==> src/hw/l2c_consts.svh <==
`ifndef L2C_CONSTS_SVH
`define L2C_CONSTS_SVH

////////////////////////////////////////////////////////////
// l2 cache geometry
////////////////////////////////////////////////////////////

`define L2C_WAYS        4
`define L2C_INDEX_W     4   // 16 sets
`define L2C_OFFSET_W    4   // byte offset inside a line
`define L2C_LINE_WORDS  4   // 32-bit words per line

// whatever is left of the 32-bit address
`define L2C_TAG_W       (32 - `L2C_INDEX_W - `L2C_OFFSET_W)

`endif

==> src/hw/l2c_pkg.sv <==
`include "l2c_consts.svh"

package l2c_pkg;

    typedef logic [31:0]                     addr_t;     // byte address
    typedef logic [31:0]                     word_t;
    typedef logic [32*`L2C_LINE_WORDS-1:0]   line_t;
    typedef logic [`L2C_TAG_W-1:0]           tag_t;
    typedef logic [`L2C_INDEX_W-1:0]         index_t;
    typedef logic [$clog2(`L2C_WAYS)-1:0]    way_idx_t;
    typedef logic [`L2C_WAYS-1:0]            way_mask_t; // one bit per way

    // request as held by the request buffer
    typedef struct packed {
        logic  is_dcache;
        logic  wr;
        addr_t addr;
        word_t wdata;
    } l2c_req_t;

    // victim line going out to memory
    typedef struct packed {
        addr_t addr;
        line_t line;
    } mem_wr_t;

endpackage

==> src/hw/l2c_req_buf.sv <==
`timescale 1ns/10ps

module l2c_req_buf import l2c_pkg::*; (
    input  logic     clk,
    input  logic     rstn,
    input  logic     buf_we,
    input  logic     icache_req,
    input  logic     dcache_req,
    input  logic     dcache_wr,
    input  addr_t    icache_addr,
    input  addr_t    dcache_addr,
    input  word_t    dcache_wdata,
    output l2c_req_t cur_req
);

    // data cache has priority over instruction cache
    always_ff @(posedge clk or negedge rstn) begin
        if (!rstn) begin
            cur_req <= '0;
        end else if (buf_we) begin
            if (dcache_req) begin
                cur_req.is_dcache <= 1'b1;
                cur_req.wr        <= dcache_wr;
                cur_req.addr      <= dcache_addr;
                cur_req.wdata     <= dcache_wdata;
            end else if (icache_req) begin
                cur_req.is_dcache <= 1'b0;
                cur_req.wr        <= 1'b0;      // icache only reads
                cur_req.addr      <= icache_addr;
                cur_req.wdata     <= '0;
            end
        end
    end

endmodule

==> config.mk <==
export PLATFORM = sky130hd
export DESIGN_NAME = l2c_req_buf
export DESIGN_NICKNAME = d
export VERILOG_FILES = /design/src/hw/l2c_pkg.sv /design/src/hw/l2c_req_buf.sv
export VERILOG_INCLUDE_DIRS = /design/src /design/src/hw
export SDC_FILE = /design/constraint.sdc
export NUM_CORES = 1
export LEC_CHECK = 0
export BUFFER_PORTS_ARGS = -buffer_cell sky130_fd_sc_hd__buf_2
export CAP_MARGIN = 20
export CORE_MARGIN = 4
export CORE_UTILIZATION = 35
export CTS_BUF_LIST = sky130_fd_sc_hd__clkbuf_8
export DETAILED_ROUTE_END_ITERATION = 12
export GPL_TIMING_DRIVEN = 1
export PLACE_DENSITY = 0.67
export SLEW_MARGIN = 20
export SYNTH_ARGS = -nofsm -noshare
export SYNTH_HDL_FRONTEND = slang
export SYNTH_SLANG_ARGS = --single-unit
==> constraint.sdc <==
create_clock -name clk -period 1.86 [get_ports clk]
set_input_delay 0.372 -clock clk [delete_from_list [all_inputs] [get_ports clk]]
set_output_delay 0.372 -clock clk [all_outputs]
set_load 0.02 [all_outputs]
==> impl_results.md <==
- First-pass GRT wire length: approximately 14 mm
- Core box area: approximately 7700 um2
- Vias: around 2600
- Async SR Flop Fraction: 1.00
- Post-synth EDFFs: 0
- Routed Antenna Nets: 0
- CTS Buf Count: 9
- DIE AREA: ~9400 um2
- Buf+Inv Stages, Crit Path: 1
- Largest register by flop count: cur_req
- Initial antenna violation count: 0
- Vias in the first global route: around 2700
- # diodes: 0
- R2R Setup Slk: between 1 and 1.5 ns
- Fill cell count: between 700 and 800
- Actual slew at the worst max-slew pin: between 0.3 and 0.4 ns
- Largest net degree at the start of global routing: 67
- Clock transition at the registers of the reported paths: approximately 0.080 ns
- Core Util, Final: 0.498
- Row cnt: 32
- DRT iter0 DRCs: roughly 100
- Clk sinks: 66
- IO Count: 168
- Power Density: roughly 1000 nW/um2
- Final setup violation count: 0
- Synthesis-to-layout area growth: 38.6%
- Post-route setup slack: about 0.56 ns
- Hold Buf Count CTS: 0
- Leak Pwr: 1.90 nW
- Slowest Stage Delay on Critical Path: 0.41 ns
- Post-Syn Instances: around 230
- Synth cell count leaders: dfrtp_1, a22o_1, nor2_1
- GRT overflow: 0
- Fin nets: just under 500
- Final hold violations: 0
- Die Wd: 97.1 um
- Mapped Area: approximately 2800 um2
- Total iterations of the first detailed-routing run: 4
- Die Y: 97.1 um
- Initial Util: 0.359
- CTS tree: built
- Cells after DPL: between 400 and 500
- Synth top area cells: dfrtp_1, a22o_1, o32ai_1, o22ai_1, nor2_1
- Post-synthesis net count: 330
- Hold crit path type: input pin to asynchronous set/reset pin
- Fmax: ~0.77 GHz
- Largest delay share family, worst path: flip-flops
- IO Port Bufs: 167
- MaxCap Viol Count: 0
- Synth unique cells: 16
- DR WL/cell: around 17 um
- Cell count along the critical path: 1
- Worst flop-to-flop path endpoint: cur_req[61]$_DFFE_PN0P_
- Layout cell share with drive strength beyond 1: 0.486
- Post-synth top area cell: dfrtp_1
- GRT Overall Usage: 0.177
- Clock root cell: clkbuf_8
- Vias per cell: ~5.3
- Reg-to-Reg Start: cur_req[61]$_DFFE_PN0P_
- Post-CTS setup buffers: 0
- Mean post-synth cell area: 12.2 um2
- CP Class: flop to output pin
- Max reg flops: between 60 and 70
- Crit-path cells: buf_2
- H-tree depth: 3
- Synth Warn #: 0
- Multi-input logic area: about 940 um2
- DP Worst Slack: ~0.27 ns
- CP Max Fanout: 3
- Critical path data arrival time: a little over 0.9 ns
- Yosys reg bits: 66
- Crit path capture: cur_req[48]
- Top FF cell, synth: dfrtp_1
- CTS Buffer Depth: 2
- Max VDD drop: between 0.3 and 0.4 mV
- Regs by FF count: cur_req x66
- Yosys top cell area share: 0.595
- Worst skew pair latency: 0.34 ns
- Worst setup EP type: output pin
- CTS resizes: 0
- Remaining DRCs: 0
- DP HPWL: slightly below 6 mm
- Setup TNS: 0 ns
- Seq/Total Area, Yosys: 0.595
- Final slew viol count: 0
- Final period util: 0.697
- RSZ-0062 raised after global routing: no
- Min Tclk post-route: 1.30 ns
- Count leader, synth: dfrtp_1
- Routed wire length: about 8.4 mm
- CP Launch Point: cur_req[48]$_DFFE_PN0P_
- Register area: ~1700 um2
- Post-Route Skew: 0 ns
- Outcome: completed
- Relative slew slack: 0.765
- RD Place Congestion: around 0.80
- Fin cells: 495
- Startpoint Class: flop
- Slowest stage cell on the critical path: dfrtp_1
- Req. time, crit path: about 1.5 ns
- Reg2Reg Depth: 2
-- worst min-delay path by stage --
stage	slack (ns)	endpoint	cells past startpoint	startpoint
after floorplan	0.08	cur_req[0]$_DFFE_PN0P_	0	rstn
after global placement	0.41	cur_req[19]$_DFFE_PN0P_	2	rstn
after detailed placement	0.42	cur_req[19]$_DFFE_PN0P_	2	rstn
after CTS	0.04	cur_req[19]$_DFFE_PN0P_	2	rstn
after global routing	0.04	cur_req[0]$_DFFE_PN0P_	2	rstn
final	0.02	cur_req[19]$_DFFE_PN0P_	2	rstn
-- per-layer routing --
layer	global-route usage	vias up	routed length, um	share of wire
li1	-	1218	-	-
met3	0.0438	16	659	0.078
met1	0.228	1283	3580	0.42
met4	0.0691	0	122	0.014
met2	0.288	118	4080	0.48
met5	0	-	0	0
-- per-stage QoR --
| step | hold WS [ns] | power, W | cell area (um2) |
|---|---|---|---|
| 4_1_cts | 0.0390 | 0.00389 | 3850 |
| 3_3_place_gp | 0.414 | 0.00264 | 3650 |
| 3_5_place_dp | 0.415 | 0.00266 | 3650 |
| 5_1_grt | 0.0421 | 0.00405 | 3850 |
| 6_report | 0.0183 | 0.00384 | 3850 |
| 2_1_floorplan | 0.0764 | 0.00227 | 2780 |
-- cells by family after synthesis --
logic type	after synthesis	synth area share
AO/OA/AOI/OAI	96	0.274
flip-flops	66	0.595
AND/OR/NAND/NOR	41	0.0658
buffers and inverters	25	0.0658
-- final cells by class --
| class | count | share of cell area |
|---|---|---|
| Sequential cell | 66 | 0.429 |
| Multi-Input combinational cell | 137 | 0.245 |
| Timing Repair Buffer | 174 | 0.241 |
| Tap cell | 102 | 0.0332 |
| Clock buffer | 9 | 0.0322 |
| Clock inverter | 7 | 0.0198 |
-- power breakdown --
group / total [W] / switching (W) / internal (W)
Combinational: 0.000891 / 0.000535 / 0.000357
Sequential: 0.00173 / 0.000120 / 0.00161
Clock: 0.00122 / 0.000592 / 0.000628
Total: 0.00384 / 0.00125 / 0.00260
-- cells in the final DEF, fill, tap and decap left out --
cell and n:
nor3_1 1, a21oi_1 1, nand2_1 4, clkbuf_8 9, inv_6 2, o32ai_1 31, or2_1 1, buf_2 167
nor2_1 32, clkinvlp_4 2, a22o_1 33, clkinv_4 1, clkinv_2 1, buf_4 4, and2_1 1, bufinv_16 1
o22ai_1 31, nand2_8 1, nor4bb_1 1, dfrtp_1 66, buf_12 3
-- worst register-to-register path: stages (launching register included) --
cell and delay, ns:
dfrtp_1 0.41, o22ai_1 0.16, nor2_1 0.06
Power figures use the tool's default switching activity.
