<file path="config.mk">
export PLATFORM = sky130hd
export DESIGN_NAME = l2c_tag_array
export DESIGN_NICKNAME = d
export VERILOG_FILES = /design/src/hw/l2c_pkg.sv /design/src/hw/l2c_tag_array.sv
export VERILOG_INCLUDE_DIRS = /design/src /design/src/hw
export SDC_FILE = /design/constraint.sdc
export NUM_CORES = 2
export LEC_CHECK = 0
export ABC_AREA = 1
export BUFFER_PORTS_ARGS = -buffer_cell sky130_fd_sc_hd__clkbuf_2
export CAP_MARGIN = 15
export CORE_MARGIN = 4
export CORE_UTILIZATION = 40
export DETAILED_ROUTE_END_ITERATION = 12
export PLACE_DENSITY = 0.6
export SLEW_MARGIN = 30
export SYNTH_ARGS = -nofsm -noshare
export SYNTH_HDL_FRONTEND = slang
export SYNTH_SLANG_ARGS = --single-unit
</file>
<file path="constraint.sdc">
create_clock -name clk -period 3.3 [get_ports clk]
set_input_delay 0.66 -clock clk [delete_from_list [all_inputs] [get_ports clk]]
set_output_delay 0.66 -clock clk [all_outputs]
set_load 0.02 [all_outputs]
</file>
<file path="src/hw/l2c_consts.svh">
`ifndef L2C_CONSTS_SVH
`define L2C_CONSTS_SVH

////////////////////////////////////////////////////////////
// l2 cache geometry
////////////////////////////////////////////////////////////

`define L2C_WAYS        4
`define L2C_INDEX_W     4   // 16 sets
`define L2C_OFFSET_W    4   // byte offset inside a line
`define L2C_LINE_WORDS  4   // 32-bit words per line

// whatever is left of the 32-bit address
`define L2C_TAG_W       (32 - `L2C_INDEX_W - `L2C_OFFSET_W)

`endif

</file>
<file path="src/hw/l2c_pkg.sv">
`include "l2c_consts.svh"

package l2c_pkg;

    typedef logic [31:0]                     addr_t;     // byte address
    typedef logic [31:0]                     word_t;
    typedef logic [32*`L2C_LINE_WORDS-1:0]   line_t;
    typedef logic [`L2C_TAG_W-1:0]           tag_t;
    typedef logic [`L2C_INDEX_W-1:0]         index_t;
    typedef logic [$clog2(`L2C_WAYS)-1:0]    way_idx_t;
    typedef logic [`L2C_WAYS-1:0]            way_mask_t; // one bit per way

    // request as held by the request buffer
    typedef struct packed {
        logic  is_dcache;
        logic  wr;
        addr_t addr;
        word_t wdata;
    } l2c_req_t;

    // victim line going out to memory
    typedef struct packed {
        addr_t addr;
        line_t line;
    } mem_wr_t;

endpackage

</file>
<file path="src/hw/l2c_tag_array.sv">
`timescale 1ns/10ps
`include "l2c_consts.svh"

module l2c_tag_array import l2c_pkg::*; (
    input  logic      clk,
    input  logic      rstn,
    input  addr_t     addr,
    output way_mask_t hit,
    output way_mask_t valid_mask,
    input  way_idx_t  sel_way,
    input  logic      tag_we,
    input  logic      dirty_set,
    input  logic      dirty_clr,
    output logic      victim_dirty,
    output tag_t      victim_tag
);

    localparam int SETS = 1 << `L2C_INDEX_W;

    tag_t      tags  [SETS][`L2C_WAYS];
    way_mask_t valid [SETS];
    way_mask_t dirty [SETS];

    index_t index;
    tag_t   tag;

    assign index = addr[`L2C_OFFSET_W +: `L2C_INDEX_W];
    assign tag   = addr[31 -: `L2C_TAG_W];

    always_ff @(posedge clk) begin
        if (tag_we) begin
            tags[index][sel_way] <= tag;   // refill
        end
    end

    always_ff @(posedge clk or negedge rstn) begin
        if (!rstn) begin
            for (int s = 0; s < SETS; s++) begin
                valid[s] <= '0;
                dirty[s] <= '0;
            end
        end else begin
            if (tag_we) begin
                valid[index][sel_way] <= 1'b1;
            end
            if (dirty_set) begin
                dirty[index][sel_way] <= 1'b1;
            end else if (dirty_clr) begin
                dirty[index][sel_way] <= 1'b0;
            end
        end
    end

    ////////////////////////////////////////////////////////////
    // lookup of the addressed set
    ////////////////////////////////////////////////////////////

    always_comb begin
        for (int w = 0; w < `L2C_WAYS; w++) begin
            hit[w] = valid[index][w] && (tags[index][w] == tag);
        end
    end

    assign valid_mask   = valid[index];
    assign victim_dirty = dirty[index][sel_way] & valid[index][sel_way]; // only a live line needs writeback
    assign victim_tag   = tags[index][sel_way];                          // old tag for writeback addr

endmodule

</file>
==> results.yml <==
outcome:
  outcome: "complete, but fails checks"
  violations: "negative setup slack"
logic_synthesis:
  synthMostInstantiatedCell: "nand2_1"
  yosysSeqAreaShare_pct: 70.42
  async_reset_ff_share_pct: 7.692
  ys_top_cells_by_area: "edfxtp_1 66%, nand2_1 21%, dfrtp_1 4.6%"
  synth_ff_type: "edfxtp_1"
  synth_edf_count: 1536
  synth_top_area_share_pct: 65.85
  synth_commonest_cells: "3,864 x nand2_1, 1,536 x edfxtp_1, 265 x nor2_1, 209 x buf_2, 149 x o21ai_0"
  yosys_register_bits: 1664
  yosysWarnings: 0
  yosysTopAreaCell: "edfxtp_1"
  syn_inst: 6797
  syn_nets: 6836
  synth_area_um2: 70050
  synth_cell_types: 27
  syn_avg_cell_area_um2: 10.31
cts:
  cts_tree: "done"
  cts_root_buf: "clkbuf_16"
  cts.sinks: 1664
  numCtsBuffers: 172
  insertion_delay_ns: 0.83
  clk_pin_slew_worst_paths_ns: 0.06
  htree_levels: 4
  clk_path_buf_depth: 3
cells_and_area:
  syn_to_final_growth_pct: 26.90
  layout-drive-gt1-share_pct: 20.78
  fin_util_pct: 51.08
  final_cell_count_no_fill: 9923
  fin_nets: 7504
placed_design:
  place_congestion: 0.9249
  dp_cells: 9487
  hpwl_um: 145400
  numPortBuffers: 67
routing:
  drcViolationCount: 0
  drt-total-wl_um: 238000
  ant_nets: 0
  drtIter0Drc: 6399
  first_pass_iters: 6
  vias: 52650
  wire_per_inst_um: 23.99
  vias_per_cell: 5.305
setup_path:
  arrival_ns: 2.98
  crit_family: "buffers and inverters"
  crit_required_ns: 2.64
  cp_num_buf_inv: 8
  crit_type: "in2out"
  critPathMaxStageDelay_ns: 0.17
  crit_path_end_kind: "output port"
  crit_top_cell: "nand2_1"
  cp_cell_sequence: "buf_16 -> clkinv_16 -> buf_12 -> buf_4 -> buf_4 -> nand2_1 -> nand2_1 -> nand2_1 -> nand2_1 -> nand2_1 -> nand2_2 -> o21ai_2 -> buf_4 -> nand2_1 -> nor2_1 -> nand2_1 -> nor2_2 -> nand2_2 -> nor2_2 -> buf_6 -> buf_8"
  critPathMaxFanout: 9
  critPathSlowestCell: "buf_12"
  cp-start-kind: "input port"
timing:
  min_period_over_period_pct: 110.3
  period_minus_slack_ns: 3.640
  final_max_slew_viol_count: 0
  grt_setup_unrepaired: "true"
  worstMarginPinSlew_ns: 0.8594
  finalHoldViolCount: 0
  setup_violations: 24
  hold_ws_ns: 0.1286
  fin_worst_skew_ns: 0
  slew-limit-headroom_pct: 42.71
  fin_ws_ns: -0.3400
  setup-tns-final_ns: -3.031
  fmaxAchievable_mhz: 274.7
floorplan:
  die_height_um: 426.5
  start_util_pct: 40.25
  core.rowCount: 153
  die_w_um: 426.5
  coreArea_um2: 174000
  dieArea_um2: 181900
  ioPinCount: 72
min_path:
  hold_class: "in2reg"
global_routing:
  grt_max_degree: 86
  gr-usage-all-layers_pct: 25.45
  grt.overflow.total: 0
  antenna_found_initial: 12
  first_global_vias: 49100
  grt_pass1_wl_um: 337900
pwr:
  p_leak_nw: 36.40
  peakVddDrop_v: 0.0005885
  power_density_nw_per_um2: 533.7
flow_run:
  cap_violations: 0
-- registers in the layout (all words and copies together) (netlist names), named ones only --
| register | flops |
|---|---|
| tags | 1536 |
| valid | 64 |
-- metrics by stage --
stage	setup slack (ns)	instance area [µm²]	total power, mW
floorplan	0.04547	70050	26.02
global placement	-0.8677	78720	28.34
detailed placement	-0.8147	78720	28.40
CTS	-0.3243	87320	47.31
global route	-0.4011	88880	48.92
finish	-0.3400	88890	47.44
-- layer usage --
metal	up-vias	part of all wire [%]	GRT usage, %
li1	23890	-	-
met1	25670	40	35.31
met2	2608	46	39.82
met3	468	9.7	4.705
met4	2	4.3	9.895
met5	-	0.0046	0
-- path summary, 6_finish.rpt --
kind / depth (start not counted) / slack [ns] / endpoint / startpoint
min: 3 / 0.13 / flop / dirty_set
max reg2reg: 1 / 2.50 / valid[42] / valid[42]
min in group asynchronous: 2 / 0.48 / asynchronous set/reset pin / rstn
min reg2reg: 2 / 0.45 / valid[3] / valid[3]
max: 21 / -0.34 / hit[2] / addr[4]
max in group asynchronous: 3 / 1.99 / valid[47] / rstn
-- where the power goes --
group          internal [mW]  switching (mW)  total, mW
clock network           10.3            8.17       18.5
registers               23.4           0.185       23.6
logic                   2.03            3.30       5.33
total                   35.8            11.7       47.4
-- what timing repair did --
item                                    in CTS  in global routing
endpoints found under the setup margin      32                 29
pin swaps                                   88                145
hold buffers                                 1                  0
buffers inserted                            69                 34
endpoints found under the hold margin       82                  0
cloned                                      32                 15
resized for setup                          508                337
-- final cells by class --
class | instances | area (µm²)
fill | 15030 | 85120
sequential | 1664 | 49330
multi-input combinational | 4710 | 20840
timing repair buffer | 823 | 10100
clock buffer | 221 | 4604
tap | 2325 | 2909
clock inverter | 82 | 658.1
inverter | 93 | 420.4
timing repair inverter | 1 | 16.27
antenna | 4 | 10.01
-- cell families (layout without fill, tap and decap cells) --
| logic type | Yosys count | count (layout) | synth area share, % |
|---|---|---|---|
| AND/OR/NAND/NOR | 4304 | 4304 | 23.51 |
| flip-flops | 1664 | 1664 | 70.42 |
| buffers and inverters | 423 | 1220 | 2.683 |
| AO/OA/AOI/OAI | 403 | 403 | 3.340 |
| multiplexers | 3 | 3 | 0.04287 |
| other | 0 | 4 | 0 |
-- placed cells by master (no fill, tap or decap), drive strengths merged --
master / Yosys / routed
o221ai: 19 / 19
a21oi: 93 / 93
bufinv: 0 / 6
dlygate4sd3: 0 / 1
dfrtp: 128 / 128
inv: 90 / 93
nand2: 3864 / 3864
or2: 37 / 37
clkinv: 3 / 71
a31oi: 61 / 61
mux2i: 3 / 3
o211ai: 4 / 4
bufbuf: 0 / 8
nand3: 102 / 102
nor2: 277 / 277
a22oi: 37 / 37
o22ai: 7 / 7
clkbuf: 86 / 264
nor3: 1 / 1
nand4: 23 / 23
diode: 0 / 4
o22a: 17 / 17
clkinvlp: 0 / 6
buf: 244 / 771
edfxtp: 1536 / 1536
o21ai: 165 / 165
-- worst min-delay path: stages --
cell and delay, ns:
clkbuf_2 0.15, mux2i_1 0.08, inv_1 0.05
Note: power is estimated with default switching activity, not from simulation.
