[config.mk]
export PLATFORM = sky130hd
export DESIGN_NAME = l2c_fsm_main
export DESIGN_NICKNAME = d
export VERILOG_FILES = /design/src/hw/l2c_pkg.sv /design/src/hw/l2c_fsm_main.sv
export VERILOG_INCLUDE_DIRS = /design/src /design/src/hw
export SDC_FILE = /design/constraint.sdc
export NUM_CORES = 1
export LEC_CHECK = 0
export ABC_AREA = 1
export BUFFER_PORTS_ARGS = -buffer_cell sky130_fd_sc_hd__buf_2
export CORE_UTILIZATION = 26
export CTS_BUF_LIST = sky130_fd_sc_hd__clkbuf_16
export CTS_CLUSTER_SIZE = 24
export DETAILED_ROUTE_END_ITERATION = 16
export GPL_TIMING_DRIVEN = 0
export PLACE_DENSITY = 0.8
export SLEW_MARGIN = 30
export SYNTH_ARGS = -nofsm -noshare
export SYNTH_HDL_FRONTEND = slang
export SYNTH_SLANG_ARGS = --single-unit
[constraint.sdc]
create_clock -name clk -period 1.9 [get_ports clk]
set_clock_uncertainty 0.2 [all_clocks]
set_input_delay 0.38 -clock clk [delete_from_list [all_inputs] [get_ports clk]]
set_output_delay 0.38 -clock clk [all_outputs]
set_load 0.005 [all_outputs]
[src/hw/l2c_consts.svh]
`ifndef L2C_CONSTS_SVH
`define L2C_CONSTS_SVH

////////////////////////////////////////////////////////////
// l2 cache geometry
////////////////////////////////////////////////////////////

`define L2C_WAYS        4
`define L2C_INDEX_W     4   // 16 sets
`define L2C_OFFSET_W    4   // byte offset inside a line
`define L2C_LINE_WORDS  4   // 32-bit words per line

// whatever is left of the 32-bit address
`define L2C_TAG_W       (32 - `L2C_INDEX_W - `L2C_OFFSET_W)

`endif

[src/hw/l2c_pkg.sv]
`include "l2c_consts.svh"

package l2c_pkg;

    typedef logic [31:0]                     addr_t;     // byte address
    typedef logic [31:0]                     word_t;
    typedef logic [32*`L2C_LINE_WORDS-1:0]   line_t;
    typedef logic [`L2C_TAG_W-1:0]           tag_t;
    typedef logic [`L2C_INDEX_W-1:0]         index_t;
    typedef logic [$clog2(`L2C_WAYS)-1:0]    way_idx_t;
    typedef logic [`L2C_WAYS-1:0]            way_mask_t; // one bit per way

    // request as held by the request buffer
    typedef struct packed {
        logic  is_dcache;
        logic  wr;
        addr_t addr;
        word_t wdata;
    } l2c_req_t;

    // victim line going out to memory
    typedef struct packed {
        addr_t addr;
        line_t line;
    } mem_wr_t;

endpackage

[src/hw/l2c_fsm_main.sv]
`timescale 1ns/10ps
`include "l2c_consts.svh"

module l2c_fsm_main import l2c_pkg::*; (
    input  logic      clk,
    input  logic      rstn,
    input  logic      icache_req,
    input  logic      dcache_req,
    output logic      icache_addr_ok,
    output logic      icache_data_ok,
    output logic      dcache_addr_ok,
    output logic      dcache_data_ok,
    input  l2c_req_t  cur_req,
    input  way_mask_t hit,
    input  way_idx_t  victim_way,
    input  logic      victim_dirty,
    output logic      mem_req_r,
    output logic      mem_req_w,
    output logic      mem_rdy,
    input  logic      mem_addr_ok_r,
    input  logic      mem_addr_ok_w,
    input  logic      mem_data_ok,
    output logic      buf_we,
    output logic      tag_we,
    output logic      dirty_set,
    output logic      dirty_clr,
    output logic      word_we,
    output logic      fill_we,
    output logic      use_we,
    output way_idx_t  sel_way,
    output way_idx_t  use_way
);

    typedef enum logic [2:0] {
        idle,
        lookup,
        check_dirty,
        writeback,
        refill_req,
        refill_wait,
        merge_write
    } state_t;

    state_t   state;
    state_t   next_state;
    way_idx_t hit_way;
    way_idx_t victim_reg;   // way being replaced on a miss
    logic     any_hit;

    assign any_hit = |hit;

    always_comb begin
        hit_way = '0;
        for (int w = `L2C_WAYS - 1; w >= 0; w--) begin
            if (hit[w]) begin
                hit_way = way_idx_t'(w);
            end
        end
    end

    always_ff @(posedge clk or negedge rstn) begin
        if (!rstn) begin
            state      <= idle;
            victim_reg <= '0;
        end else begin
            state <= next_state;
            if (state == check_dirty) begin
                victim_reg <= victim_way;
            end
        end
    end

    ////////////////////////////////////////////////////////////
    // next state
    ////////////////////////////////////////////////////////////

    always_comb begin
        next_state = state;
        case (state)
            idle:        if (icache_req || dcache_req) next_state = lookup;
            lookup:      next_state = any_hit ? idle : check_dirty;
            check_dirty: next_state = victim_dirty ? writeback : refill_req;
            writeback:   if (mem_addr_ok_w) next_state = refill_req;
            refill_req:  if (mem_addr_ok_r) next_state = refill_wait;
            refill_wait: if (mem_data_ok) next_state = cur_req.wr ? merge_write : idle;
            merge_write: next_state = idle;
            default:     next_state = idle;
        endcase
    end

    ////////////////////////////////////////////////////////////
    // outputs
    ////////////////////////////////////////////////////////////

    always_comb begin
        icache_addr_ok = 1'b0;
        icache_data_ok = 1'b0;
        dcache_addr_ok = 1'b0;
        dcache_data_ok = 1'b0;
        mem_req_r      = 1'b0;
        mem_req_w      = 1'b0;
        mem_rdy        = 1'b0;
        buf_we         = 1'b0;
        tag_we         = 1'b0;
        dirty_set      = 1'b0;
        dirty_clr      = 1'b0;
        word_we        = 1'b0;
        fill_we        = 1'b0;
        use_we         = 1'b0;
        sel_way        = victim_reg;
        use_way        = victim_reg;
        case (state)
            idle: begin
                buf_we = icache_req | dcache_req;
                if (dcache_req) begin
                    dcache_addr_ok = 1'b1;   // dcache first
                end else if (icache_req) begin
                    icache_addr_ok = 1'b1;
                end
            end
            lookup: begin
                sel_way = hit_way;
                use_way = hit_way;
                if (any_hit) begin
                    use_we = 1'b1;
                    if (cur_req.wr) begin
                        word_we   = 1'b1;
                        dirty_set = 1'b1;
                    end else if (cur_req.is_dcache) begin
                        dcache_data_ok = 1'b1;
                    end else begin
                        icache_data_ok = 1'b1;
                    end
                end
            end
            check_dirty: sel_way = victim_way;    // peek dirty bit of the pick
            writeback:   mem_req_w = 1'b1;
            refill_req:  mem_req_r = 1'b1;
            refill_wait: begin
                mem_rdy = 1'b1;
                if (mem_data_ok) begin
                    fill_we = 1'b1;
                    tag_we  = 1'b1;
                    if (!cur_req.wr) begin
                        dirty_clr      = 1'b1;    // clean line after refill
                        use_we         = 1'b1;
                        dcache_data_ok = cur_req.is_dcache;
                        icache_data_ok = ~cur_req.is_dcache;
                    end
                end
            end
            merge_write: begin
                word_we   = 1'b1;
                dirty_set = 1'b1;
                use_we    = 1'b1;
            end
            default: ;
        endcase
    end

endmodule

==> results.ini <==
[grt]
grt-busiest-layer=met2
antenna_found_initial=0
grt_usage_pct=14.3
grt_overflow=0
grt_pass1_vias=565
grt_max_degree=10
grt_pass1_wl_um=2210
use_met3_pct=3.85
grt_use_met1_pct=16.9
globalRouteMet2Util_pct=23.3

[timing]
post-route-period-util_pct=102
final.setup.worst_slack_ns=-0.0419
totalNegativeSetupSlack_ns=-0.166
tightest_slew_ns=0.217
finalHoldViolCount=0
rsz0062_at_grt=true
finalSetupViolations=6
period_minus_slack_ns=1.94
slew_headroom_pct=85.4
fmax_ghz=0.515
final-max-slew-violation-count=0

[setup_path]
crit_buf_inv=3
crit_path_end_kind=output pin
crit_slowest_cell=dfrtp_2
cp_data_arrival_time_ns=1.36
cp_top_family=flip-flops
crit_path_start_kind=register
slowest_delay_ns=0.42
critPathKind=register to output pin
cp_cell_sequence=inv_4 > nand2_4 > nor2_4 > nand2_2 > o21ai_2 > buf_4 > buf_6
cp.required_ns=1.32
worst-path-max-fanout=3

[synth]
yosysWarnings=0
syn_avg_cell_area_um2=5.76
syn-cell-area_um2=536
syn_nets=173
synth.distinct_cells=16
yosys_register_bits=5
synth_seq_area_share_pct=23.4
synthCells=93

[placed_design]
dp_hpwl_um=1150
io_buffers=33
placedCellCount=153
gp_congestion=0.730

[cells_and_area]
nets=221
area_growth_pct=85.0
multiInputGateArea_um2=375
regArea_um2=128
diodes=0
fillers=192
layout-drive-gt1-share_pct=50.7
final_cell_count_no_fill=167
largest_reg_flops=3

[cts]
clock-root-buffer=clkbuf_16
cts.sinks=5
cts_tree=built
clock_latency_ns=0.23
cts_made_buffers=3
clkTransAtPathRegs_ns=0.03
htree_levels=1
clock_path_buffers=2

[run]
maxCapViolCount=0

[floorplanning]
fp-row-count=16
die_h_um=47.4
core_area_mm2=0.00194
die-area_mm2=0.00225
ios=98
initial_core_util_pct=27.6
die_x_um=47.4

[detailed_routing]
vias=739
routed_wl_um=1750
drt-initial-drc-count=11
wl_per_cell_um=10.4
drc_errors=0
antenna_left=0
vias_per_cell=4.43
drtPass1Iterations=4

[status]
violations=setup timing
status=finished, violations left

[power]
power.density_mw_per_mm2=1630
p_leak_uw=0.000582
worst_ir_drop_vdd_mv=0.685

[worst_hold_path]
hp-class=input pin to register

[cell usage in the layout (no fill, tap or decap), types with 2 or more instances in the layout]
cell | Yosys | final
nor2_4 | 1 | 3
dfrtp_2 | 0 | 2
inv_2 | 2 | 3
o21ai_2 | 0 | 2
o21ai_1 | 1 | 3
buf_2 | 1 | 31
inv_1 | 17 | 16
dfrtp_1 | 5 | 3
buf_4 | 2 | 8
buf_6 | 0 | 5
nor3_4 | 1 | 2
nand3_2 | 0 | 4
nand2_2 | 1 | 2
clkbuf_16 | 0 | 3
nor2_1 | 9 | 8
nor2_2 | 4 | 3
o21ai_0 | 9 | 5
nand3_1 | 14 | 10
nand2_1 | 24 | 22
[kinds of logic (layout without fill, tap and decap cells)]
kind of cell,Yosys count,count (layout),share of synthesized area [%]
DFF,5,5,23.4
and+or+nand+nor,56,56,50.2
buffers and inverters,22,69,17.1
AOI/OAI and AO/OA,10,10,9.34
[cell type report]
class | count | share of cell area [%]
buffer | 3 | 2.65
clock buffer | 3 | 7.58
clock inverter | 1 | 0.379
inverter | 19 | 7.45
multi-input combinational | 66 | 37.9
sequential | 5 | 12.9
tap | 27 | 3.41
timing repair buffer | 43 | 27.8
[synth_stat cells, drive strengths merged]
cell type | number | area share [%]
dfrtp | 5 | 23
nor2 | 14 | 13
nor3 | 2 | 4.9
nand2 | 25 | 18
buf | 3 | 3.7
nand3 | 14 | 13
o21ai | 10 | 9.3
nand4 | 1 | 1.2
inv | 19 | 13
[layer usage]
metal	routed length, um	vias to the layer above	share of wire, %
li1	-	382	-
met1	692	329	40
met2	934	26	54
met3	100	2	5.7
met4	18	0	1.0
met5	0	-	0
[worst paths after layout]
kind                       cells past startpoint       endpoint  slack (ns)     startpoint
setup / recovery                               7        word_we       -0.04       state[1]
hold reg to reg                                2  victim_reg[0]        0.41  victim_reg[0]
max in group asynchronous                      2       state[0]        1.07           rstn
min in group asynchronous                      2       state[1]        0.29           rstn
hold / removal                                 3  victim_reg[0]        0.21  victim_way[0]
setup reg to reg                               7       state[2]        0.41       state[0]
[power breakdown]
part	leakage, uW	total (uW)	switching (uW)	internal [uW]
combinational	0.000480	1060	548	512
sequential	0.0000602	217	54.4	162
clock	0.0000423	340	67.9	272
total	0.000582	1620	671	947
[worst register-to-register path, cell delays in order, from the launching register on]
cell,delay [ns]
dfrtp_2,0.45
buf_4,0.17
nand2_1,0.09
nor2_2,0.04
nand2_1,0.07
nand2_1,0.09
o21ai_0,0.18
nand2_1,0.07
[metrics by stage]
| stage | hold WS [ns] | total power [uW] | instance area [um2] | worst slack (ns) | util [%] |
|---|---|---|---|---|---|
| final | 0.206 | 1620 | 991 | -0.0419 | 51.0 |
| after detailed placement | -0.00422 | 903 | 734 | -0.0300 | 37.8 |
| after floorplan | -0.116 | 659 | 536 | 0.102 | - |
| after global routing | 0.243 | 1740 | 991 | -0.115 | 51.0 |
| after global placement | -0.00279 | 874 | 734 | -0.00230 | 37.8 |
| after CTS | 0.208 | 1390 | 890 | -0.0207 | 45.8 |
[repair_timing]
item	CTS	global route
pin swaps	2	4
resized for setup	14	14
hold endpoints to repair	5	0
endpoints found under the setup margin	12	15
hold buffers	1	0
setup buffers	4	5
Power figures use the tool's default switching activity.
