<file path="src/hw/l2c_consts.svh">
`ifndef L2C_CONSTS_SVH
`define L2C_CONSTS_SVH

////////////////////////////////////////////////////////////
// l2 cache geometry
////////////////////////////////////////////////////////////

`define L2C_WAYS        4
`define L2C_INDEX_W     4   // 16 sets
`define L2C_OFFSET_W    4   // byte offset inside a line
`define L2C_LINE_WORDS  4   // 32-bit words per line

// whatever is left of the 32-bit address
`define L2C_TAG_W       (32 - `L2C_INDEX_W - `L2C_OFFSET_W)

`endif

</file>
<file path="src/hw/l2c_pkg.sv">
`include "l2c_consts.svh"

package l2c_pkg;

    typedef logic [31:0]                     addr_t;     // byte address
    typedef logic [31:0]                     word_t;
    typedef logic [32*`L2C_LINE_WORDS-1:0]   line_t;
    typedef logic [`L2C_TAG_W-1:0]           tag_t;
    typedef logic [`L2C_INDEX_W-1:0]         index_t;
    typedef logic [$clog2(`L2C_WAYS)-1:0]    way_idx_t;
    typedef logic [`L2C_WAYS-1:0]            way_mask_t; // one bit per way

    // request as held by the request buffer
    typedef struct packed {
        logic  is_dcache;
        logic  wr;
        addr_t addr;
        word_t wdata;
    } l2c_req_t;

    // victim line going out to memory
    typedef struct packed {
        addr_t addr;
        line_t line;
    } mem_wr_t;

endpackage

</file>
<file path="src/hw/l2c_plru.sv">
`timescale 1ns/10ps
`include "l2c_consts.svh"

module l2c_plru import l2c_pkg::*; (
    input  logic      clk,
    input  logic      rstn,
    input  index_t    index,
    input  logic      use_we,
    input  way_idx_t  use_way,
    input  way_mask_t valid_mask,
    output way_idx_t  victim_way
);

    localparam int SETS = 1 << `L2C_INDEX_W;

    // [0] root, [1] picks within ways 0/1, [2] within ways 2/3
    logic [2:0] tree [SETS];
    logic [2:0] cur;

    assign cur = tree[index];

    always_ff @(posedge clk or negedge rstn) begin
        if (!rstn) begin
            for (int s = 0; s < SETS; s++) begin
                tree[s] <= '0;
            end
        end else if (use_we) begin
            tree[index][0] <= ~use_way[1];      // point at the other half
            if (use_way[1]) begin
                tree[index][2] <= ~use_way[0];
            end else begin
                tree[index][1] <= ~use_way[0];
            end
        end
    end

    // empty ways are filled first, lowest one wins
    always_comb begin
        victim_way = cur[0] ? {1'b1, cur[2]} : {1'b0, cur[1]};
        for (int w = `L2C_WAYS - 1; w >= 0; w--) begin
            if (!valid_mask[w]) begin
                victim_way = way_idx_t'(w);
            end
        end
    end

endmodule

</file>
<file path="config.mk">
export PLATFORM = sky130hd
export DESIGN_NAME = l2c_plru
export DESIGN_NICKNAME = d
export VERILOG_FILES = /design/src/hw/l2c_pkg.sv /design/src/hw/l2c_plru.sv
export VERILOG_INCLUDE_DIRS = /design/src /design/src/hw
export SDC_FILE = /design/constraint.sdc
export NUM_CORES = 1
export LEC_CHECK = 0
export BUFFER_PORTS_ARGS = -buffer_cell sky130_fd_sc_hd__buf_2
export CORE_ASPECT_RATIO = 1.4
export CORE_MARGIN = 3
export CORE_UTILIZATION = 57
export DETAILED_ROUTE_END_ITERATION = 10
export HOLD_SLACK_MARGIN = 0.12
export PLACE_DENSITY = 0.75
export SLEW_MARGIN = 10
export SYNTH_ARGS = -nofsm -noshare
export SYNTH_HDL_FRONTEND = slang
export SYNTH_SLANG_ARGS = --single-unit
</file>
<file path="constraint.sdc">
create_clock -name clk -period 3.51 [get_ports clk]
set_clock_uncertainty 0.05 [all_clocks]
set_input_delay 0.1755 -clock clk [delete_from_list [all_inputs] [get_ports clk]]
set_output_delay 0.1755 -clock clk [all_outputs]
set_load 0.005 [all_outputs]
</file>
==> run metrics, run 1 <==
Num CTS Buffers=5; Synth Warn #=0; post-placement cell count=274; TritonCTS sink count=48; Post-Layout Cell Count=283; final setup fails=0; Vias/cell=6.37; Die H=84.2 um; Final Net Count=237; post-synthesis sequential area ratio=48.2%; status=completed; CTS root buf=clkbuf_8; clk buf depth=2; Largest regs=tree x48; flip-flop count of the largest register after layout=48; CP max stage cell=mux4_1; Netlist Area Pre-Place=2490 um^2; Resized Gates After CTS=0; post-CTS setup buffers=0; Tmin final=2380 ps; Diodes inserted=0; via count=1804; initial antenna violation count=0; post-synthesis async set-or-reset flop share=100%; Max H-tree Level=2; die span in x=61.9 um; vias in the first global route=1837; grt ovf=0; DP Wirelength=3.56 mm; EDFF count, synth=0; relative slew slack=32.0%; Routed Antenna Nets=0; net count after synthesis=232; TritonCTS clock tree=yes; P&R area growth vs syn=6.63%; WL final=5.25 mm; Crit. End Element=output pin; largest reg by FF count=tree; row count=27; Skew-Pair Late Insertion Delay=300 ps; first-pass GRT wire length=8.64 mm; Total GRT Usage=22.5%; commonest cells after routing, fill and taps aside=48 x dfrtp_1, 18 x nand2_1, 18 x mux2_2; core area=4090 um^2; clock-pin transition on the worst setup and hold timing paths=80 ps; CP most frequent cell=buf_2; largest net degree at the start of global routing=49; Final Max Tran Viols=0; CP Class=primary input to output pin; Total Neg Setup Slack=0 ps; final critical-path setup slack=1130 ps; WL/cell=18.5 um; Post-DP Area=2540 um^2; post-synthesis area per instance=11.4 um^2; Finished Cell Area=2660 um^2; unrepaired setup endpoints after global routing=no; most common cell after layout, fill and taps aside=dfrtp_1; Peak VDD IR=0.326 mV; first-pass iteration count of the detailed router=5; DRT iter0 DRCs=171; Syn Inst Count=219; die area=5210 um^2; Leakage=1.24 nW; crit path cell chain=buf_2, mux4_1, a22oi_1, nand2_1, mux2i_1, a31oi_1, buf_2; HP Class=primary input to flip-flop; Worst setup SP type=primary input; actual slew at the worst max-slew pin=1020 ps; initial core utilization=61.0%; fin crit share=67.8%; fmax=420 MHz; gpl congestion=0.828; I/O Pins=15; Worst Path Required=3280 ps; crit-path max cell delay=640 ps; Max FO, Critical Path=34; port buffer count=14; Top FF cell, synth=dfrtp_1; endpoints failing hold=0; DR DRC count=0; Critical Path AT=2150 ps; pwr dens=485 nW/um^2; share of layout cells above drive strength 1=23.6%; WHS=263 ps; flops & latches, synth=48; Max Cap Violations=0; Synth cell types=32; pre-CTS setup slack=1130 ps
-- cell families after synthesis --
family / synth area share (%)
flops: 48.2
simple gates: 14.8
mux: 21.2
buf+inv: 4.42
compound gates: 11.3
-- layer usage --
layer / GRT usage [%] / wire length (um) / up-vias
met5: 0 / 0 / -
met4: 9.27 / 77 / 0
li1: - / - / 819
met1: 29.1 / 2180 / 917
met2: 35.8 / 2710 / 61
met3: 4.62 / 278 / 7
-- report_power, final --
part,switching [mW],total [mW],internal (mW)
logic,0.105,0.212,0.107
clock network,0.181,0.392,0.211
registers,0.0496,0.686,0.636
total,0.336,1.29,0.954
-- layout make-up --
cell class / count / area (um^2)
Clock buffer: 6 / 72.6
Sequential cell: 48 / 1200
Clock inverter: 2 / 35.0
Tap cell: 58 / 72.6
Multi-Input combinational cell: 150 / 1180
Fill cell: 318 / 1430
Inverter: 4 / 15.0
Timing Repair Buffer: 15 / 80.1
-- worst paths after layout --
| path | startpoint | depth (start not counted) | end | slack (ps) |
|---|---|---|---|---|
| max in group asynchronous | rstn | 2 | tree[6] | 2240 |
| min | use_we | 4 | tree[3] | 260 |
| min in group asynchronous | rstn | 2 | tree[42] | 530 |
| max | index[0] | 7 | victim_way[0] | 1130 |
| max reg2reg | tree[47] | 1 | tree[47] | 2680 |
| min reg2reg | tree[18] | 1 | tree[18] | 430 |
-- critical path, delay by kind of cell --
| kind | cells | cell delay [ps] |
|---|---|---|
| muxes | 2 | 780 |
| AOI/OAI and AO/OA | 2 | 370 |
| and+or+nand+nor | 1 | 110 |
| buffers and inverters | 2 | 710 |
-- per-stage QoR --
step | total power [mW] | utilization, %
2_1_floorplan | 0.840 | -
3_3_place_gp | 0.891 | 62.1
3_5_place_dp | 0.908 | 62.1
4_1_cts | 1.30 | 65.0
5_1_grt | 1.36 | 65.0
6_report | 1.29 | 65.0
-- cells in the mapped netlist, types with 4 or more instances --
| library cell | n | area, um^2 |
|---|---|---|
| nand2_1 | 18 | 67.6 |
| nand3_1 | 11 | 55.1 |
| o31ai_1 | 8 | 60.1 |
| nor2_1 | 15 | 56.3 |
| inv_1 | 4 | 15.0 |
| a21o_1 | 13 | 97.6 |
| buf_2 | 6 | 30.0 |
| clkbuf_1 | 7 | 26.3 |
| mux4_2 | 11 | 248 |
| mux2_2 | 18 | 203 |
| nand4_1 | 8 | 50.1 |
| a22oi_1 | 6 | 45.0 |
| dfrtp_1 | 48 | 1200 |
| o21ai_0 | 13 | 65.1 |
| nor4_1 | 4 | 25.0 |
-- what timing repair did --
item / CTS / global route
endpoints found under the setup margin: 0 / 0
endpoints found under the hold margin: 48 / 0
hold buffers: 1 / 0
(Power assumes the default switching activity.)
==> inputs of run 2 (changes only) <==
Settings changed: ABC_AREA from default to 1.
Clock period 3.51 ns to 2.5 ns, I/O delays scaled along.
==> run 2 against run 1 <==
Against the previous run:
- worst setup slack worse by 640 ps
- global-route usage is 1.5 points higher
- cell count is 49% higher
- clock power is 42% higher
- register-to-register slack worse by 1000 ps
- critical endpoint unchanged
- synthesized cell count is 60% higher
- die area is 3.1% higher
- sequential power is 47% higher
- hold slack worse by 78 ps
- flip-flop and latch count stayed put
- via count is 25% higher
- critical path depth is 7 higher
- largest cell class unchanged
==> run metrics, run 2 <==
status=completed; TritonCTS clock tree=yes; Num CTS Buffers=5 (unchanged); Top FF cell, synth=dfrtp_1; Diodes inserted=0 (unchanged); TritonCTS sink count=48 (unchanged); first-pass GRT wire length=10.2 mm (+19%); flip-flop count of the largest register after layout=48 (unchanged); via count=2263 (+25%); pwr dens=702 nW/um^2 (+45%); Sw Ratio=29.5% (+3.5 points); actual slew at the worst max-slew pin=1040 ps (+16.7 ps); Max H-tree Level=2 (unchanged); pre-CTS setup slack=514 ps (-617 ps); dominant cells by area after synthesis=dfrtp_1 47%, nand2_1 25%, a21oi_1 3.7%; Synth cell types=21 (-34%); gpl congestion=0.909 (+9.7%); vias in the first global route=2160 (+18%); Tmin final=2010 ps; Total Neg Setup Slack=0 ps (unchanged); DP Wirelength=4.16 mm (+17%); Critical Path AT=1830 ps (-320 ps); fmax=499 MHz; post-synth top area share=46.6% (-1.6 points); initial antenna violation count=0 (unchanged); commonest cells after routing, fill and taps aside=169 x nand2_1, 48 x dfrtp_1, 19 x inv_1, 19 x a21oi_1, 16 x nor2_1; final critical-path setup slack=494 ps (-636 ps); CTS root buf=clkbuf_8; WP buf/inv=3 (+1); die area=5370 um^2 (+3.1%); Final Net Count=373 (+57%); Max Cap Violations=0 (unchanged); P&R area growth vs syn=6.70% (about the same); first-pass iteration count of the detailed router=4 (-1); most common cell in the netlist=nand2_1; port buffer count=14 (unchanged); fin crit share=80.2%; Total GRT Usage=23.9% (+1.5 points); Logic pwr share=19.1% (+2.6 points); Critical R2R Launch=tree[23]; Netlist Area Pre-Place=2580 um^2 (+3.4%); final setup fails=0 (unchanged); r2r setup slk=1650 ps (-1030 ps); grt ovf=0 (unchanged); clk buf depth=2 (unchanged); WL/cell=13.8 um (-26%); Vias/cell=5.38 (-16%); endpoints failing hold=0 (unchanged); Peak VDD IR=0.409 mV (+26%); DRT iter0 DRCs=205 (+20%); Skew-Pair Late Insertion Delay=300 ps (about the same); most common cell after layout, fill and taps aside=nand2_1; initial core utilization=59.8% (-1.2 points); WL final=5.81 mm (+11%); crit path cell chain=buf_2, inv_2, nand2_1, nand2_1, nand2_1, nand2_1, nand2_1, nand2_1, nor2_2, nand2_1, nand3_1, nand2_1, a21oi_2, buf_2; DR DRC count=0 (unchanged); CP endpoint=victim_way[0]; crit-path max cell delay=450 ps (-190 ps); Synth Warn #=0 (unchanged); Resized Gates After CTS=0 (unchanged); net count after synthesis=364 (+57%); unrepaired setup endpoints after global routing=no; Worst setup SP type=primary input; die span in x=62.8 um (+1.5%); share of layout cells above drive strength 1=11.1% (-12 points); post-synthesis async set-or-reset flop share=100% (unchanged); Routed Antenna Nets=0 (unchanged); biggest area consumer among synthesized cells=dfrtp_1; Worst path depth=14 (+7); Leakage=1.38 nW (+11%); CP Class=primary input to output pin; core area=4310 um^2 (+5.4%); relative slew slack=30.9% (-1.1 points); CP most frequent cell=nand2_1; CP top delay family=buffers and inverters; Max FO, Critical Path=33 (-2.9%); Syn Inst Count=351 (+60%); Crit. End Element=output pin; I/O Pins=15 (unchanged); largest net degree at the start of global routing=49 (unchanged); Pint=1.36 mW (+43%); largest reg by FF count=tree; post-synthesis sequential area ratio=46.6% (-1.6 points); post-synthesis area per instance=7.34 um^2 (-36%); Setup crit start=index[0]; WHS=185 ps (-77.6 ps); Sw Pwr=0.571 mW (+70%); Largest regs=tree x48; row count=28 (+3.7%); Reg-to-Reg End=tree[23]; CP max stage cell=buf_2; Final Max Tran Viols=0 (unchanged); EDFF count, synth=0 (unchanged); flops & latches, synth=48 (unchanged); HP Class=primary input to flip-flop; Synth top cells by count=169 x nand2_1, 48 x dfrtp_1, 19 x a21oi_1, 19 x inv_1, 16 x nor2_1; Clock power frac=28.8% (-1.6 points); clock-pin transition on the worst setup and hold timing paths=90 ps (about the same); Die H=85.5 um (+1.5%); register share of total power=52.1% (-1.0 points); Worst Path Required=2330 ps (-950 ps); worst-case reg-to-reg path depth=1 (unchanged)
==> run 2: cell types whose count changed after synthesis, moves of 13 or more <==
cell	delta
inv_1	+15
a21o_1	-13
mux2_2	-18
nand2_1	+151
a21oi_1	+19
a31oi_1	+13
==> run 2: how the worst min path moves through the flow <==
stage / from / endpoint / slack, ps / cells after the start
finish: use_way[0] / tree[10] / 190 / 2
detailed placement: rstn / tree[47] / 320 / 1
global placement: rstn / tree[47] / 310 / 1
CTS: use_way[0] / tree[8] / 190 / 2
floorplan: rstn / tree[0] / -220 / 0
global route: use_way[0] / tree[11] / 210 / 2
==> run 2: logic make-up (layout without fill, tap and decap cells) <==
group                  Yosys count  count (layout)  share of synthesized area, %
flip-flops                      48              48                          46.6
multiplexers                     2               2                         0.874
AO/OA/AOI/OAI                   66              66                          14.9
buffers and inverters           36              46                          7.14
AND/OR/NAND/NOR                199             199                          30.5
==> run 2: cell type report <==
cell class,count,area (um^2)
fill,399,1560
sequential,48,1200
multi-input combinational,267,1190
timing repair buffer,16,87.6
inverter,22,82.6
tap,60,75.1
clock buffer,5,68.8
clock inverter,3,42.5
==> run 2: what timing repair did <==
item / CTS / global route
hold buffers: 1 / 0
hold endpoints to repair: 48 / 0
buffers inserted: 0 / 0
==> run 2: power by group through the flow <==
stage / registers, mW / logic (mW) / clock network [mW]
4_1_cts: 1.00 / 0.372 / 0.564
5_1_grt: 1.02 / 0.439 / 0.596
2_1_floorplan: 0.986 / 0.292 / 0
3_5_place_dp: 1.02 / 0.369 / 0
6_report: 1.01 / 0.369 / 0.556
3_3_place_gp: 1.02 / 0.360 / 0
==> run 2: through the flow <==
stage / instance area (um^2) / instances / total power [mW] / utilization (%)
CTS: 2750 / 421 / 1.94 / 63.8
global placement: 2630 / 412 / 1.38 / 61.0
detailed placement: 2630 / 412 / 1.39 / 61.0
floorplan: 2580 / 351 / 1.28 / -
global route: 2750 / 421 / 2.05 / 63.8
finish: 2750 / 421 / 1.93 / 63.8
==> run 2: layer usage <==
layer	up-vias	track usage (%)	part of all wire [%]
met5	-	0	0
met4	0	6.63	1.4
met3	7	2.49	3.4
met2	50	41.7	49
met1	1062	31.8	46
li1	1144	-	-
